--- src/logic/rename_pkg.sv ---
package rename_pkg;

  // --------------------------------------------------
  // sizes
  // --------------------------------------------------
  localparam int DISP_SIZE  = 2;    // lanes renamed per group
  localparam int ARCH_REGS  = 32;
  localparam int AREG_W     = $clog2(ARCH_REGS);
  localparam int FLIST_SIZE = 16;   // ids held by one lane free list
  localparam int RNID_SIZE  = ARCH_REGS + DISP_SIZE * FLIST_SIZE;
  localparam int RNID_W     = $clog2(RNID_SIZE);
  localparam int NUM_SRC    = 2;
  localparam int WB_PORTS   = 2;

  typedef logic [RNID_W-1:0] rnid_t;

  // --------------------------------------------------
  // front side, group coming in
  // --------------------------------------------------
  typedef struct packed {
    logic              valid;
    logic [AREG_W-1:0] regidx;
  } rn_src_t;

  typedef struct packed {
    logic                     valid;
    logic                     rd_valid;
    logic [AREG_W-1:0]        rd_regidx;
    rn_src_t [NUM_SRC-1:0]    src;
  } rn_inst_t;

  typedef struct packed {
    rn_inst_t [DISP_SIZE-1:0] inst;
  } rn_group_t;

  // renamed group going out
  typedef struct packed {
    logic                     valid;
    logic                     rd_valid;
    logic [AREG_W-1:0]        rd_regidx;
    rnid_t                    rd_rnid;
    rnid_t                    rd_old_rnid;
    rnid_t [NUM_SRC-1:0]      src_rnid;
    logic [NUM_SRC-1:0]       src_ready;
  } rn_out_inst_t;

  typedef struct packed {
    rn_out_inst_t [DISP_SIZE-1:0] inst;
  } rn_result_t;

  // --------------------------------------------------
  // back side, writeback and commit
  // --------------------------------------------------
  typedef struct packed {
    logic  valid;
    rnid_t rnid;
  } rn_wb_t;

  typedef struct packed {
    logic              rd_valid;
    logic              dead;       // flushed instruction, give back new id
    logic [AREG_W-1:0] rd_regidx;
    rnid_t             rnid;
    rnid_t             old_rnid;
  } rn_cmt_lane_t;

  typedef struct packed {
    logic                         commit;
    rn_cmt_lane_t [DISP_SIZE-1:0] lane;
  } rn_commit_t;

endpackage

--- src/logic/rn_freelist.sv ---
`timescale 1ns/1ns

module rn_freelist #(
  parameter int INIT_BASE = 32
) (
  input  logic              i_clk,
  input  logic              i_reset_n,
  input  logic              i_push,
  input  rename_pkg::rnid_t i_push_id,
  input  logic              i_pop,
  output rename_pkg::rnid_t o_pop_id,
  output logic              o_empty
);

  logic [$clog2(rename_pkg::FLIST_SIZE)-1:0] r_head;
  logic [$clog2(rename_pkg::FLIST_SIZE)-1:0] r_tail;
  logic [$clog2(rename_pkg::FLIST_SIZE):0]   r_count;
  rename_pkg::rnid_t                         r_ids [rename_pkg::FLIST_SIZE];

  assign o_pop_id = r_ids[r_head];    // oldest free id
  assign o_empty  = (r_count == '0);

  // --------------------------------------------------
  // pointers and occupancy
  // --------------------------------------------------
  always_ff @(posedge i_clk or negedge i_reset_n) begin
    if (!i_reset_n) begin
      r_head  <= '0;
      r_tail  <= '0;                  // list starts full, tail sits on head
      r_count <= $bits(r_count)'(rename_pkg::FLIST_SIZE);
    end else begin
      if (i_pop) begin
        r_head <= r_head + 1'b1;      // size is a power of two, wraps freely
      end
      if (i_push) begin
        r_tail <= r_tail + 1'b1;
      end
      case ({i_push, i_pop})
        2'b10:   r_count <= r_count + 1'b1;
        2'b01:   r_count <= r_count - 1'b1;
        default: r_count <= r_count;
      endcase
    end
  end

  // storage, loaded with the lane's own id range at reset
  always_ff @(posedge i_clk or negedge i_reset_n) begin
    if (!i_reset_n) begin
      for (int i = 0; i < rename_pkg::FLIST_SIZE; i++) begin
        r_ids[i] <= rename_pkg::rnid_t'(INIT_BASE + i);
      end
    end else if (i_push) begin
      r_ids[r_tail] <= i_push_id;
    end
  end

endmodule

--- src/logic/rn_map_table.sv ---
`timescale 1ns/1ns

module rn_map_table (
  input  logic                  i_clk,
  input  logic                  i_reset_n,
  input  rename_pkg::rn_group_t i_group,
  output rename_pkg::rnid_t [rename_pkg::DISP_SIZE-1:0][rename_pkg::NUM_SRC-1:0] o_src_rnid,
  output rename_pkg::rnid_t [rename_pkg::DISP_SIZE-1:0] o_rd_old_rnid,
  input  logic [rename_pkg::DISP_SIZE-1:0]              i_update,
  input  rename_pkg::rnid_t [rename_pkg::DISP_SIZE-1:0] i_update_rnid,
  input  logic                                          i_restore,
  input  rename_pkg::rnid_t i_restore_map [rename_pkg::ARCH_REGS]
);

  rename_pkg::rnid_t r_map [rename_pkg::ARCH_REGS];   // speculative arch -> phys

  // --------------------------------------------------
  // lookups for the whole group
  // --------------------------------------------------
  generate
    for (genvar d = 0; d < rename_pkg::DISP_SIZE; d++) begin : g_lane
      for (genvar s = 0; s < rename_pkg::NUM_SRC; s++) begin : g_src
        assign o_src_rnid[d][s] = r_map[i_group.inst[d].src[s].regidx];
      end
      // old mapping of rd, returned at commit
      assign o_rd_old_rnid[d] = r_map[i_group.inst[d].rd_regidx];
    end
  endgenerate

  // --------------------------------------------------
  // update and restore
  // --------------------------------------------------
  always_ff @(posedge i_clk or negedge i_reset_n) begin
    if (!i_reset_n) begin
      for (int r = 0; r < rename_pkg::ARCH_REGS; r++) begin
        r_map[r] <= rename_pkg::rnid_t'(r);   // identity mapping
      end
    end else if (i_restore) begin
      r_map <= i_restore_map;                 // flush wins over renames
    end else begin
      // lane order, so a later lane to the same rd lands last
      for (int d = 0; d < rename_pkg::DISP_SIZE; d++) begin
        if (i_update[d]) begin
          r_map[i_group.inst[d].rd_regidx] <= i_update_rnid[d];
        end
      end
    end
  end

endmodule

--- src/logic/rn_commit_map.sv ---
`timescale 1ns/1ns

module rn_commit_map (
  input  logic                   i_clk,
  input  logic                   i_reset_n,
  input  rename_pkg::rn_commit_t i_commit,
  output rename_pkg::rnid_t      o_map [rename_pkg::ARCH_REGS]
);

  rename_pkg::rnid_t r_map [rename_pkg::ARCH_REGS];

  // committed map with this cycle's commit already folded in,
  // so a flush in the same cycle as the last commit restores it
  always_comb begin
    o_map = r_map;
    if (i_commit.commit) begin
      for (int d = 0; d < rename_pkg::DISP_SIZE; d++) begin
        if (i_commit.lane[d].rd_valid & ~i_commit.lane[d].dead &
            (i_commit.lane[d].rd_regidx != '0)) begin
          o_map[i_commit.lane[d].rd_regidx] = i_commit.lane[d].rnid;
        end
      end
    end
  end

  always_ff @(posedge i_clk or negedge i_reset_n) begin
    if (!i_reset_n) begin
      for (int r = 0; r < rename_pkg::ARCH_REGS; r++) begin
        r_map[r] <= rename_pkg::rnid_t'(r);
      end
    end else begin
      r_map <= o_map;
    end
  end

endmodule

--- src/logic/rn_busy_table.sv ---
`timescale 1ns/1ns

module rn_busy_table (
  input  logic i_clk,
  input  logic i_reset_n,
  input  rename_pkg::rnid_t [rename_pkg::DISP_SIZE-1:0][rename_pkg::NUM_SRC-1:0] i_rnid,
  output logic [rename_pkg::DISP_SIZE-1:0][rename_pkg::NUM_SRC-1:0]              o_ready,
  input  logic [rename_pkg::DISP_SIZE-1:0]              i_alloc,
  input  rename_pkg::rnid_t [rename_pkg::DISP_SIZE-1:0] i_alloc_rnid,
  input  rename_pkg::rn_wb_t                            i_wb [rename_pkg::WB_PORTS]
);

  logic [rename_pkg::RNID_SIZE-1:0] r_busy;     // result still in flight
  logic [rename_pkg::RNID_SIZE-1:0] w_wb_hit;
  logic [rename_pkg::RNID_SIZE-1:0] w_alloc_set;

  // decode writeback and allocation ids into bit masks
  always_comb begin
    w_wb_hit    = '0;
    w_alloc_set = '0;
    for (int p = 0; p < rename_pkg::WB_PORTS; p++) begin
      if (i_wb[p].valid) begin
        w_wb_hit[i_wb[p].rnid] = 1'b1;
      end
    end
    for (int d = 0; d < rename_pkg::DISP_SIZE; d++) begin
      if (i_alloc[d]) begin
        w_alloc_set[i_alloc_rnid[d]] = 1'b1;
      end
    end
  end

  generate
    for (genvar d = 0; d < rename_pkg::DISP_SIZE; d++) begin : g_lane
      for (genvar s = 0; s < rename_pkg::NUM_SRC; s++) begin : g_src
        // id 0 is x0, a writeback this cycle counts as done
        assign o_ready[d][s] = (i_rnid[d][s] == '0) | ~r_busy[i_rnid[d][s]] |
                               w_wb_hit[i_rnid[d][s]];
      end
    end
  endgenerate

  always_ff @(posedge i_clk or negedge i_reset_n) begin
    if (!i_reset_n) begin
      r_busy <= '0;
    end else begin
      r_busy <= (r_busy & ~w_wb_hit) | w_alloc_set;
    end
  end

endmodule

--- src/logic/rn_group_bypass.sv ---
`timescale 1ns/1ns

module rn_group_bypass (
  input  rename_pkg::rn_group_t                         i_group,
  input  rename_pkg::rnid_t [rename_pkg::DISP_SIZE-1:0] i_new_rnid,
  input  rename_pkg::rnid_t [rename_pkg::DISP_SIZE-1:0][rename_pkg::NUM_SRC-1:0] i_map_src_rnid,
  input  rename_pkg::rnid_t [rename_pkg::DISP_SIZE-1:0] i_map_old_rnid,
  output rename_pkg::rnid_t [rename_pkg::DISP_SIZE-1:0][rename_pkg::NUM_SRC-1:0] o_src_rnid,
  output logic [rename_pkg::DISP_SIZE-1:0][rename_pkg::NUM_SRC-1:0]              o_src_fwd,
  output rename_pkg::rnid_t [rename_pkg::DISP_SIZE-1:0] o_rd_old_rnid
);

  logic [rename_pkg::DISP_SIZE-1:0] w_writes;   // lane allocates a new id

  generate
    for (genvar d = 0; d < rename_pkg::DISP_SIZE; d++) begin : g_wr
      assign w_writes[d] = i_group.inst[d].valid & i_group.inst[d].rd_valid &
                           (i_group.inst[d].rd_regidx != '0);
    end
  endgenerate

  // --------------------------------------------------
  // intra-group dependency scan
  // --------------------------------------------------
  always_comb begin
    o_src_rnid    = i_map_src_rnid;
    o_src_fwd     = '0;
    o_rd_old_rnid = i_map_old_rnid;
    for (int d = 1; d < rename_pkg::DISP_SIZE; d++) begin
      // walk older lanes upward, nearest older writer ends up on top
      for (int p = 0; p < d; p++) begin
        if (w_writes[p]) begin
          for (int s = 0; s < rename_pkg::NUM_SRC; s++) begin
            if (i_group.inst[p].rd_regidx == i_group.inst[d].src[s].regidx) begin
              o_src_rnid[d][s] = i_new_rnid[p];
              o_src_fwd[d][s]  = 1'b1;
            end
          end
          if (i_group.inst[p].rd_regidx == i_group.inst[d].rd_regidx) begin
            o_rd_old_rnid[d] = i_new_rnid[p];   // WAW inside the group
          end
        end
      end
    end
  end

endmodule

--- src/logic/rn_rename_top.sv ---
`timescale 1ns/1ns

module rn_rename_top (
  input  logic                   i_clk,
  input  logic                   i_reset_n,
  input  logic                   i_valid,
  input  rename_pkg::rn_group_t  i_group,
  output logic                   o_ready,
  output logic                   o_valid,
  output rename_pkg::rn_result_t o_group,
  input  rename_pkg::rn_wb_t     i_wb [rename_pkg::WB_PORTS],
  input  rename_pkg::rn_commit_t i_commit,
  input  logic                   i_flush
);

  logic                                          w_fire;
  logic [rename_pkg::DISP_SIZE-1:0]              w_empty;
  logic [rename_pkg::DISP_SIZE-1:0]              w_alloc;       // lane wants an id
  logic [rename_pkg::DISP_SIZE-1:0]              w_alloc_fire;
  rename_pkg::rnid_t [rename_pkg::DISP_SIZE-1:0] w_pop_id;
  rename_pkg::rnid_t [rename_pkg::DISP_SIZE-1:0] w_new_rnid;
  logic [rename_pkg::DISP_SIZE-1:0]              w_push;
  rename_pkg::rnid_t [rename_pkg::DISP_SIZE-1:0] w_push_id;
  rename_pkg::rnid_t [rename_pkg::DISP_SIZE-1:0][rename_pkg::NUM_SRC-1:0] w_map_src_rnid;
  rename_pkg::rnid_t [rename_pkg::DISP_SIZE-1:0][rename_pkg::NUM_SRC-1:0] w_src_rnid;
  logic [rename_pkg::DISP_SIZE-1:0][rename_pkg::NUM_SRC-1:0]              w_src_fwd;
  logic [rename_pkg::DISP_SIZE-1:0][rename_pkg::NUM_SRC-1:0]              w_busy_ready;
  rename_pkg::rnid_t [rename_pkg::DISP_SIZE-1:0] w_map_old_rnid;
  rename_pkg::rnid_t [rename_pkg::DISP_SIZE-1:0] w_rd_old_rnid;
  rename_pkg::rnid_t                             w_cmt_map [rename_pkg::ARCH_REGS];
  rename_pkg::rn_commit_t                        r_commit_dly;
  rename_pkg::rn_result_t                        w_result;

  assign o_ready = ~(|w_empty) & ~i_flush;
  assign w_fire  = i_valid & o_ready;

  // --------------------------------------------------
  // per-lane free lists
  // --------------------------------------------------
  generate
    for (genvar d = 0; d < rename_pkg::DISP_SIZE; d++) begin : g_lane
      assign w_alloc[d]      = i_group.inst[d].valid & i_group.inst[d].rd_valid &
                               (i_group.inst[d].rd_regidx != '0);
      assign w_alloc_fire[d] = w_fire & w_alloc[d];
      assign w_new_rnid[d]   = w_alloc[d] ? w_pop_id[d] : '0;   // x0 and no-rd get 0

      // live commit frees the old id, dead commit its own new id
      assign w_push[d]    = r_commit_dly.commit & r_commit_dly.lane[d].rd_valid &
                            (r_commit_dly.lane[d].rd_regidx != '0);
      assign w_push_id[d] = r_commit_dly.lane[d].dead ? r_commit_dly.lane[d].rnid :
                                                        r_commit_dly.lane[d].old_rnid;

      rn_freelist #(
        .INIT_BASE (rename_pkg::ARCH_REGS + rename_pkg::FLIST_SIZE * d)
      ) u_freelist (
        .i_clk     (i_clk),
        .i_reset_n (i_reset_n),
        .i_push    (w_push[d]),
        .i_push_id (w_push_id[d]),
        .i_pop     (w_alloc_fire[d]),
        .o_pop_id  (w_pop_id[d]),
        .o_empty   (w_empty[d])
      );
    end
  endgenerate

  rn_map_table u_map_table (
    .i_clk         (i_clk),
    .i_reset_n     (i_reset_n),
    .i_group       (i_group),
    .o_src_rnid    (w_map_src_rnid),
    .o_rd_old_rnid (w_map_old_rnid),
    .i_update      (w_alloc_fire),
    .i_update_rnid (w_new_rnid),
    .i_restore     (i_flush),
    .i_restore_map (w_cmt_map)
  );

  rn_commit_map u_commit_map (
    .i_clk     (i_clk),
    .i_reset_n (i_reset_n),
    .i_commit  (i_commit),
    .o_map     (w_cmt_map)
  );

  rn_group_bypass u_bypass (
    .i_group        (i_group),
    .i_new_rnid     (w_new_rnid),
    .i_map_src_rnid (w_map_src_rnid),
    .i_map_old_rnid (w_map_old_rnid),
    .o_src_rnid     (w_src_rnid),
    .o_src_fwd      (w_src_fwd),
    .o_rd_old_rnid  (w_rd_old_rnid)
  );

  rn_busy_table u_busy_table (
    .i_clk        (i_clk),
    .i_reset_n    (i_reset_n),
    .i_rnid       (w_src_rnid),
    .o_ready      (w_busy_ready),
    .i_alloc      (w_alloc_fire),
    .i_alloc_rnid (w_new_rnid),
    .i_wb         (i_wb)
  );

  // --------------------------------------------------
  // output packing
  // --------------------------------------------------
  always_comb begin
    for (int d = 0; d < rename_pkg::DISP_SIZE; d++) begin
      w_result.inst[d].valid       = i_group.inst[d].valid;
      w_result.inst[d].rd_valid    = i_group.inst[d].rd_valid;
      w_result.inst[d].rd_regidx   = i_group.inst[d].rd_regidx;
      w_result.inst[d].rd_rnid     = w_new_rnid[d];
      w_result.inst[d].rd_old_rnid = w_rd_old_rnid[d];
      w_result.inst[d].src_rnid    = w_src_rnid[d];
      w_result.inst[d].src_ready   = w_busy_ready[d] & ~w_src_fwd[d];   // fwd never ready
    end
  end

  always_ff @(posedge i_clk or negedge i_reset_n) begin
    if (!i_reset_n) begin
      o_valid      <= 1'b0;
      r_commit_dly <= '0;
    end else begin
      o_valid      <= w_fire;
      r_commit_dly <= i_commit;   // pushes land one edge after commit
    end
  end

  always_ff @(posedge i_clk) begin
    if (w_fire) begin
      o_group <= w_result;
    end
  end

endmodule

--- config.mk ---
export PLATFORM = sky130hd
export DESIGN_NAME = rn_rename_top
export DESIGN_NICKNAME = d
export VERILOG_FILES = /design/src/logic/rename_pkg.sv /design/src/logic/rn_freelist.sv /design/src/logic/rn_map_table.sv /design/src/logic/rn_commit_map.sv /design/src/logic/rn_busy_table.sv /design/src/logic/rn_group_bypass.sv /design/src/logic/rn_rename_top.sv
export SDC_FILE = /design/constraint.sdc
export NUM_CORES = 2
export LEC_CHECK = 0
export BUFFER_PORTS_ARGS = -buffer_cell sky130_fd_sc_hd__clkbuf_2
export CAP_MARGIN = 20
export CORE_ASPECT_RATIO = 0.5
export CORE_MARGIN = 2
export CORE_UTILIZATION = 30
export CTS_BUF_LIST = sky130_fd_sc_hd__clkbuf_16
export DETAILED_ROUTE_END_ITERATION = 10
export GPL_TIMING_DRIVEN = 0
export PLACE_DENSITY = 0.45
export SYNTH_ARGS = -nofsm -noshare
export SYNTH_HDL_FRONTEND = slang
export SYNTH_SLANG_ARGS = --single-unit
--- constraint.sdc ---
create_clock -name i_clk -period 13.35 [get_ports i_clk]
set_clock_uncertainty 0.05 [all_clocks]
set_input_delay 3.3375 -clock i_clk [delete_from_list [all_inputs] [get_ports i_clk]]
set_output_delay 3.3375 -clock i_clk [all_outputs]
set_load 0.03 [all_outputs]
=== Yosys cells after proc, flatten, opt, wreduce, memory -nomap -nowiden ===
Cells that the tools add are included.

* Logic and storage cells: 344
* Output and inout port bits: 68
* Flip-flop bits (word level): 772
* Input bits: 95

* Equal/unequal tests: 7
* Add/subtract/negate cells: 8
* Muxes and demuxes: 92
* Bitwise gates (word level): 51
* Reduce and logical (&&, ||, !) cells: 25
* $lt $le $gt $ge: 30

{| class="wikitable"
|+ Operators by type and width
! cell !! number
|-
| 192-bit 2-to-1 mux || 8
|-
| 192-bit bitwise mux || 4
|-
| 64-bit 2-to-1 mux || 4
|-
| 96-bit bitwise mux || 2
|-
| 64-bit OR || 3
|-
| 6-bit binary-select mux with 5-bit select || 6
|-
| 6-bit 2-to-1 mux || 30
|-
| 6-bit demux with 5-bit select || 4
|-
| 64-bit bitwise AND || 1
|-
| 64-bit NOT || 1
|-
| 6-bit by 7-bit less-than comparator with 1-bit output (second input constant) || 8
|-
| 1-bit binary-select mux with 6-bit select || 8
|-
| 6-bit binary-select mux with 4-bit select || 2
|-
| 6-bit demux with 4-bit select || 2
|-
| 6-bit >= comparator (second input constant) || 8
|-
| 5-bit NOT with 6-bit output || 8
|-
| 5-bit nonzero test || 6
|-
| 1-bit demux with 6-bit select || 4
|-
| 6-bit by 1-bit >= comparator with 1-bit output (second input constant) || 4
|-
| 6-bit logical NOT || 4
|-
| 6-bit by 1-bit less-than comparator with 1-bit output (second input constant) || 4
|-
| 5-bit >= comparator (second input constant) || 4
|-
| 4-bit NOT with 5-bit output || 4
|-
| 5-bit one-hot mux with 2 select lines || 2
|-
| other kinds (19) || 82
|}

=== Longest topological paths before layout ===
* Depth after elaboration: 13
* Mapped depth: 15
* Depth with buffers taken out: 13

=== By module ===
A second synthesis with hierarchy kept.

* Cells, all modules: 4779
* Area, all modules: 54223.3 µm²

{| class="wikitable"
|+ Modules (own cells, without submodules)
! module !! cells each !! area each (µm²) !! seq. area each (µm²) !! instances
|-
| rn_map_table || 2128 || 20473.4 || 4904.7 || 1
|-
| rn_commit_map || 958 || 10892.9 || 4904.7 || 1
|-
| rn_busy_table || 771 || 8284.2 || 1601.5 || 1
|-
| rn_freelist (g_lane[0].u_freelist) || 351 || 5266.3 || 2788.9 || 1
|-
| rn_freelist (g_lane[1].u_freelist) || 346 || 5253.8 || 2808.9 || 1
|-
| rn_rename_top || 163 || 3408.3 || 2982.9 || 1
|-
| rn_group_bypass || 62 || 644.4 || 0.0 || 1
|}

=== Worst setup path before layout ===
Ideal clock, no wire load.

* Path kind: input to register
* Start: input i_flush
* End: register g_lane[1].u_freelist.r_count[4] (netlist name)
* Library setup time: 83 ps
* Path buffers: 1
* Path slack: 6094 ps
* Arrival: 7123 ps
* Stages: 13
* Required time: 13217 ps
* Path through: a21oi_1 > and2_1 > nand2_1 > inv_1 > and2_1 > clkbuf_1 > ha_1 > ha_1 > a21o_1 > a21oi_1 > xor2_1 > nor2_1 > xor2_1

* Cells in the longest elaborated chain, start to end: 6
* Elaborated cells on any way between the ends: 8
* Those cells by class: 2 x eq/ne; 1 x mux; 4 x bitwise; 1 x reduce/logical

{| class="wikitable"
|+ RTL lines
! element !! line !! RTL
|-
| start, declared || rn_rename_top.sv:13 || <nowiki>input logic i_flush</nowiki>
|-
| 1-bit NOT * || rn_rename_top.sv:34 || <nowiki>assign o_ready = ~(|w_empty) & ~i_flush;</nowiki>
|-
| 1-bit bitwise AND * || rn_rename_top.sv:34 ||
|-
| named net o_ready || rn_rename_top.sv:8 || <nowiki>output logic o_ready,</nowiki>
|-
| 1-bit bitwise AND * || rn_rename_top.sv:35 || <nowiki>assign w_fire = i_valid & o_ready;</nowiki>
|-
| named net w_fire || rn_rename_top.sv:16 || <nowiki>logic w_fire;</nowiki>
|-
| 1-bit bitwise AND * || rn_rename_top.sv:44 || <nowiki>assign w_alloc_fire[d] = w_fire & w_alloc[d];</nowiki>
|-
| 2-bit by 1-bit equality test with 1-bit output or 2-bit equality test (tied branches) || rn_freelist.sv:38 || <nowiki>case ({i_push, i_pop})</nowiki>
|-
| 5-bit one-hot mux with 2 select lines or 2-bit nonzero test (tied branches) || n/a ||
|-
| end signal, assigned || rn_freelist.sv:39 || <nowiki>2'b10: r_count <= r_count + 1'b1;</nowiki>
|-
| end signal, assigned || rn_freelist.sv:40 || <nowiki>2'b01: r_count <= r_count - 1'b1;</nowiki>
|-
| end signal, assigned || rn_freelist.sv:41 || <nowiki>default: r_count <= r_count;</nowiki>
|-
| end, declared || rn_freelist.sv:17 || <nowiki>logic [$clog2(rename_pkg::FLIST_SIZE):0] r_count;</nowiki>
|}

The timed path passes the listed nets; every way through them passes the cells marked *.
A chain may end at the register's enable or synchronous reset.

=== Worst setup path in the final report ===
* Start: input i_flush
* End: output o_ready

* Cells in the longest elaborated chain, start to end: 2

{| class="wikitable"
|+ RTL lines
! element !! line
|-
| 1-bit NOT || rn_rename_top.sv:34
|-
| 1-bit bitwise AND || rn_rename_top.sv:34
|-
| end, declared || rn_rename_top.sv:8
|}

Every way passes these cells.

==> out/results.txt <==
Setup slack after layout -> 5330 ps
# Post-CTS Setup Buffers -> 0
Die W -> 578 um
Nets -> 5222
Status -> complete, no violations
Total CTS buffers -> 81
Seq cells post-synth -> 772
Most common cell after layout, fill and taps aside -> nand2_1
I/O Pins -> 163
P&R area growth vs syn -> 12.9%
Syn Nets -> 4982
Most frequent cells in the layout -> nand2_1 (688), o21ai_0 (448), dfrtp_1 (432), a21oi_1 (379), mux4_2 (358)
Initial Utilization -> 0.302
Total power -> 9.20 mW
Largest net degree at the start of global routing -> 106
Max cap viols -> 0
Reg clk slew, reported paths -> 60 ps
Dpl cells -> 7216
Post-route setup TNS -> 0 ps
Setup Viol. Count Final -> 0
Fillers -> 16600
Place WS -> 5410 ps
Via-to-Cell Ratio -> 6.11
Vias -> 45100
CTS tree -> yes
Leakage power -> 21.1 nW
Synth Area in Simple Gates -> 0.127
Worst hold start -> u_commit_map.r_map[189]$_DFF_PN0_
Top cell type's share of synthesized area -> 0.219
P_int -> 5.46 mW
Largest family of logic cells by synthesized area -> multiplexers
Wire length per cell -> 33.1 um
Grt ovf -> 0
Number of enable flip-flop cells after synthesis -> 66
Hold Path Sink -> u_commit_map.r_map[189]$_DFF_PN0_
Clock share of power -> 0.254
DR iter-0 viols -> 6169
RePlAce Congestion -> 1.06
Number of port buffers -> 142
Post-synthesis xor/xnor area fraction -> 0.00656
R2r setup slk -> 8120 ps
Htree depth -> 3
Core area -> 164000 um2
Synth Warn # -> 0
# rows -> 105
Slew Limit Headroom -> 0.0892
Top post-synthesis cells by area -> dfrtp_1 (22%), mux4_2 (16%), dfstp_2 (15%)
Vias in the first global route -> 43100
Root buffer cell -> clkbuf_16
Hold WS -> 405 ps
Period utilization -> 0.601
Synth cell types -> 85
WS Path Type -> in2out
Switch Pwr -> 3.75 mW
Sequential fraction of the synthesis area -> 0.405
Maximum vdd drop -> 0.105 mV
Initial antenna violation count -> 17
Avg Cell Area, Syn -> 10.2 um2
Worst Path Max Fanout -> 2
Min-delay worst type -> reg2reg
Sequential share of power -> 0.410
R2R Path Start -> g_lane[0].u_freelist.r_head[0]$_DFFE_PN0N_
Hold-fix buffers, CTS -> 0
Bufs on Longest Clock Path -> 3
Post-route ant nets -> 0
Critical path data arrival time -> 4640 ps
Post-synthesis mux area share -> 0.231
Post-route insts no fill -> 7376
Area fraction in compound gates after synthesis -> 0.184
Fin. max-slew vios -> 0
Sink Count -> 772
R2R depth -> 11
Pwr Density -> 165 nW/um2
Unrepaired setup endpoints after global routing -> no
Adder-Cell Fraction of Synth Area -> 0.00537
Top FF cell, synth -> dfrtp_1
Comb power frac -> 0.335
Clk_lat worst skew -> 730 ps
DRC violations left -> 0
Fraction of registers with async set or reset after synthesis -> 0.915
Sw Share -> 0.407
CP startpoint kind -> primary input
Synth area leader -> dfrtp_1
Slew @ Worst Pin -> 1370 ps
CP Capture Type -> output port
GRT Total Usage -> 0.285
Mapped Cells -> 4867
# resized after CTS -> 0
Max Fclk -> 0.125 GHz
CP required -> 9960 ps
Die extent in y -> 291 um
Reg-to-reg endpoint -> u_busy_table.r_busy[48]$_DFF_PN0_
Area of the mapped netlist -> 49400 um2
Total die area -> 168000 um2
Drt total wl -> 244000 um
Detailed placer's ending HPWL -> 189000 um
Final hold vios -> 0
Share of post-route cells with drive strength above 1 -> 0.208
Final min period -> 8020 ps
1st-pass router iterations -> 8
Hold depth -> 1
First-pass GRT wire length -> 342000 um
[registers in the layout, summed over array words and instances (netlist names)]
register / cells
g_lane.u_freelist.r_count: 10
g_lane.u_freelist.r_head: 8
g_lane.u_freelist.r_ids: 192
g_lane.u_freelist.r_tail: 8
o_group: 66
o_valid: 1
r_commit_dly: 39
u_busy_table.r_busy: 64
u_commit_map.r_map: 192
u_map_table.r_map: 192
[synthesized netlist by cell type (16+ instances only)]
master and number:
dfrtp_1 432, dfstp_2 274, inv_1 39, xnor2_1 22, buf_1 31, a22oi_1 30, nand2_1 688, a21oi_1 379
mux2i_1 270, nand3_1 140, a22o_1 269, nand2b_1 22, buf_2 60, and3_1 16, nor2b_1 36, clkbuf_1 330
o221ai_1 89, mux4_2 358, nor2_1 335, o22ai_1 67, or3_1 17, nand4_1 17, mux2_2 50, nor3_1 50
o21ai_0 448, and2_1 31, o21ai_1 31, edfxtp_1 66, o211ai_1 28, ha_1 18
[layout make-up]
type	count	area, um2	share of cell area
Sequential cell	772	20000	0.358
Clock buffer	84	2100	0.0377
Multi-Input combinational cell	3602	27400	0.490
Tap cell	2193	2740	0.0492
Buffer	441	1870	0.0335
Antenna cell	8	20.0	0.000359
Inverter	52	198	0.00354
Timing Repair Buffer	157	993	0.0178
Clock inverter	67	524	0.00939
[how the worst max path moves through the flow]
stage | depth (start not counted) | start | slack (ps) | end
global placement | 1 | i_reset_n | -8350 | o_valid$_DFF_PN0_
finish | 4 | i_flush | 5330 | o_ready
CTS | 4 | i_flush | 5410 | o_ready
floorplan | 13 | i_flush | 6090 | g_lane[1].u_freelist.r_count[4]$_DFFE_PN1P_
global route | 4 | i_flush | 5370 | o_ready
detailed placement | 4 | i_flush | 5410 | o_ready
[worst max-delay path, cell delays in order]
cell and delay (ps):
clkbuf_2 100, a21oi_1 720, and2_1 250, clkbuf_2 220
[cells by family (layout without fill, tap and decap cells)]
group / count (synthesis) / count (layout)
mux: 682 / 682
fa+ha+maj: 20 / 20
simple gates: 1431 / 1431
buf+inv: 493 / 801
xor+xnor: 37 / 37
compound gates: 1432 / 1432
other cells: 0 / 8
flops: 772 / 772
[routing by layer]
metal	track usage	vias to the layer above	share of wire
met5	0	-	0.00055
met4	0.135	16	0.056
met3	0.0797	562	0.11
met2	0.415	2771	0.42
met1	0.389	22900	0.41
li1	-	18800	-
[power by group through the flow]
stage          clock network [mW]  registers [mW]  logic (mW)
2_1_floorplan                   0            3.43        1.84
3_3_place_gp                    0            3.74        2.98
3_5_place_dp                    0            3.75        3.03
4_1_cts                      2.37            3.72        3.03
5_1_grt                      2.48            3.79        3.28
6_report                     2.34            3.78        3.09
[stage by stage]
stage | utilization | area [um2]
3_3_place_gp | 0.323 | 52900
4_1_cts | 0.340 | 55800
3_5_place_dp | 0.324 | 53100
2_1_floorplan | - | 49400
5_1_grt | 0.340 | 55800
6_report | 0.341 | 55800
Note: power is estimated with default switching activity, not from simulation.
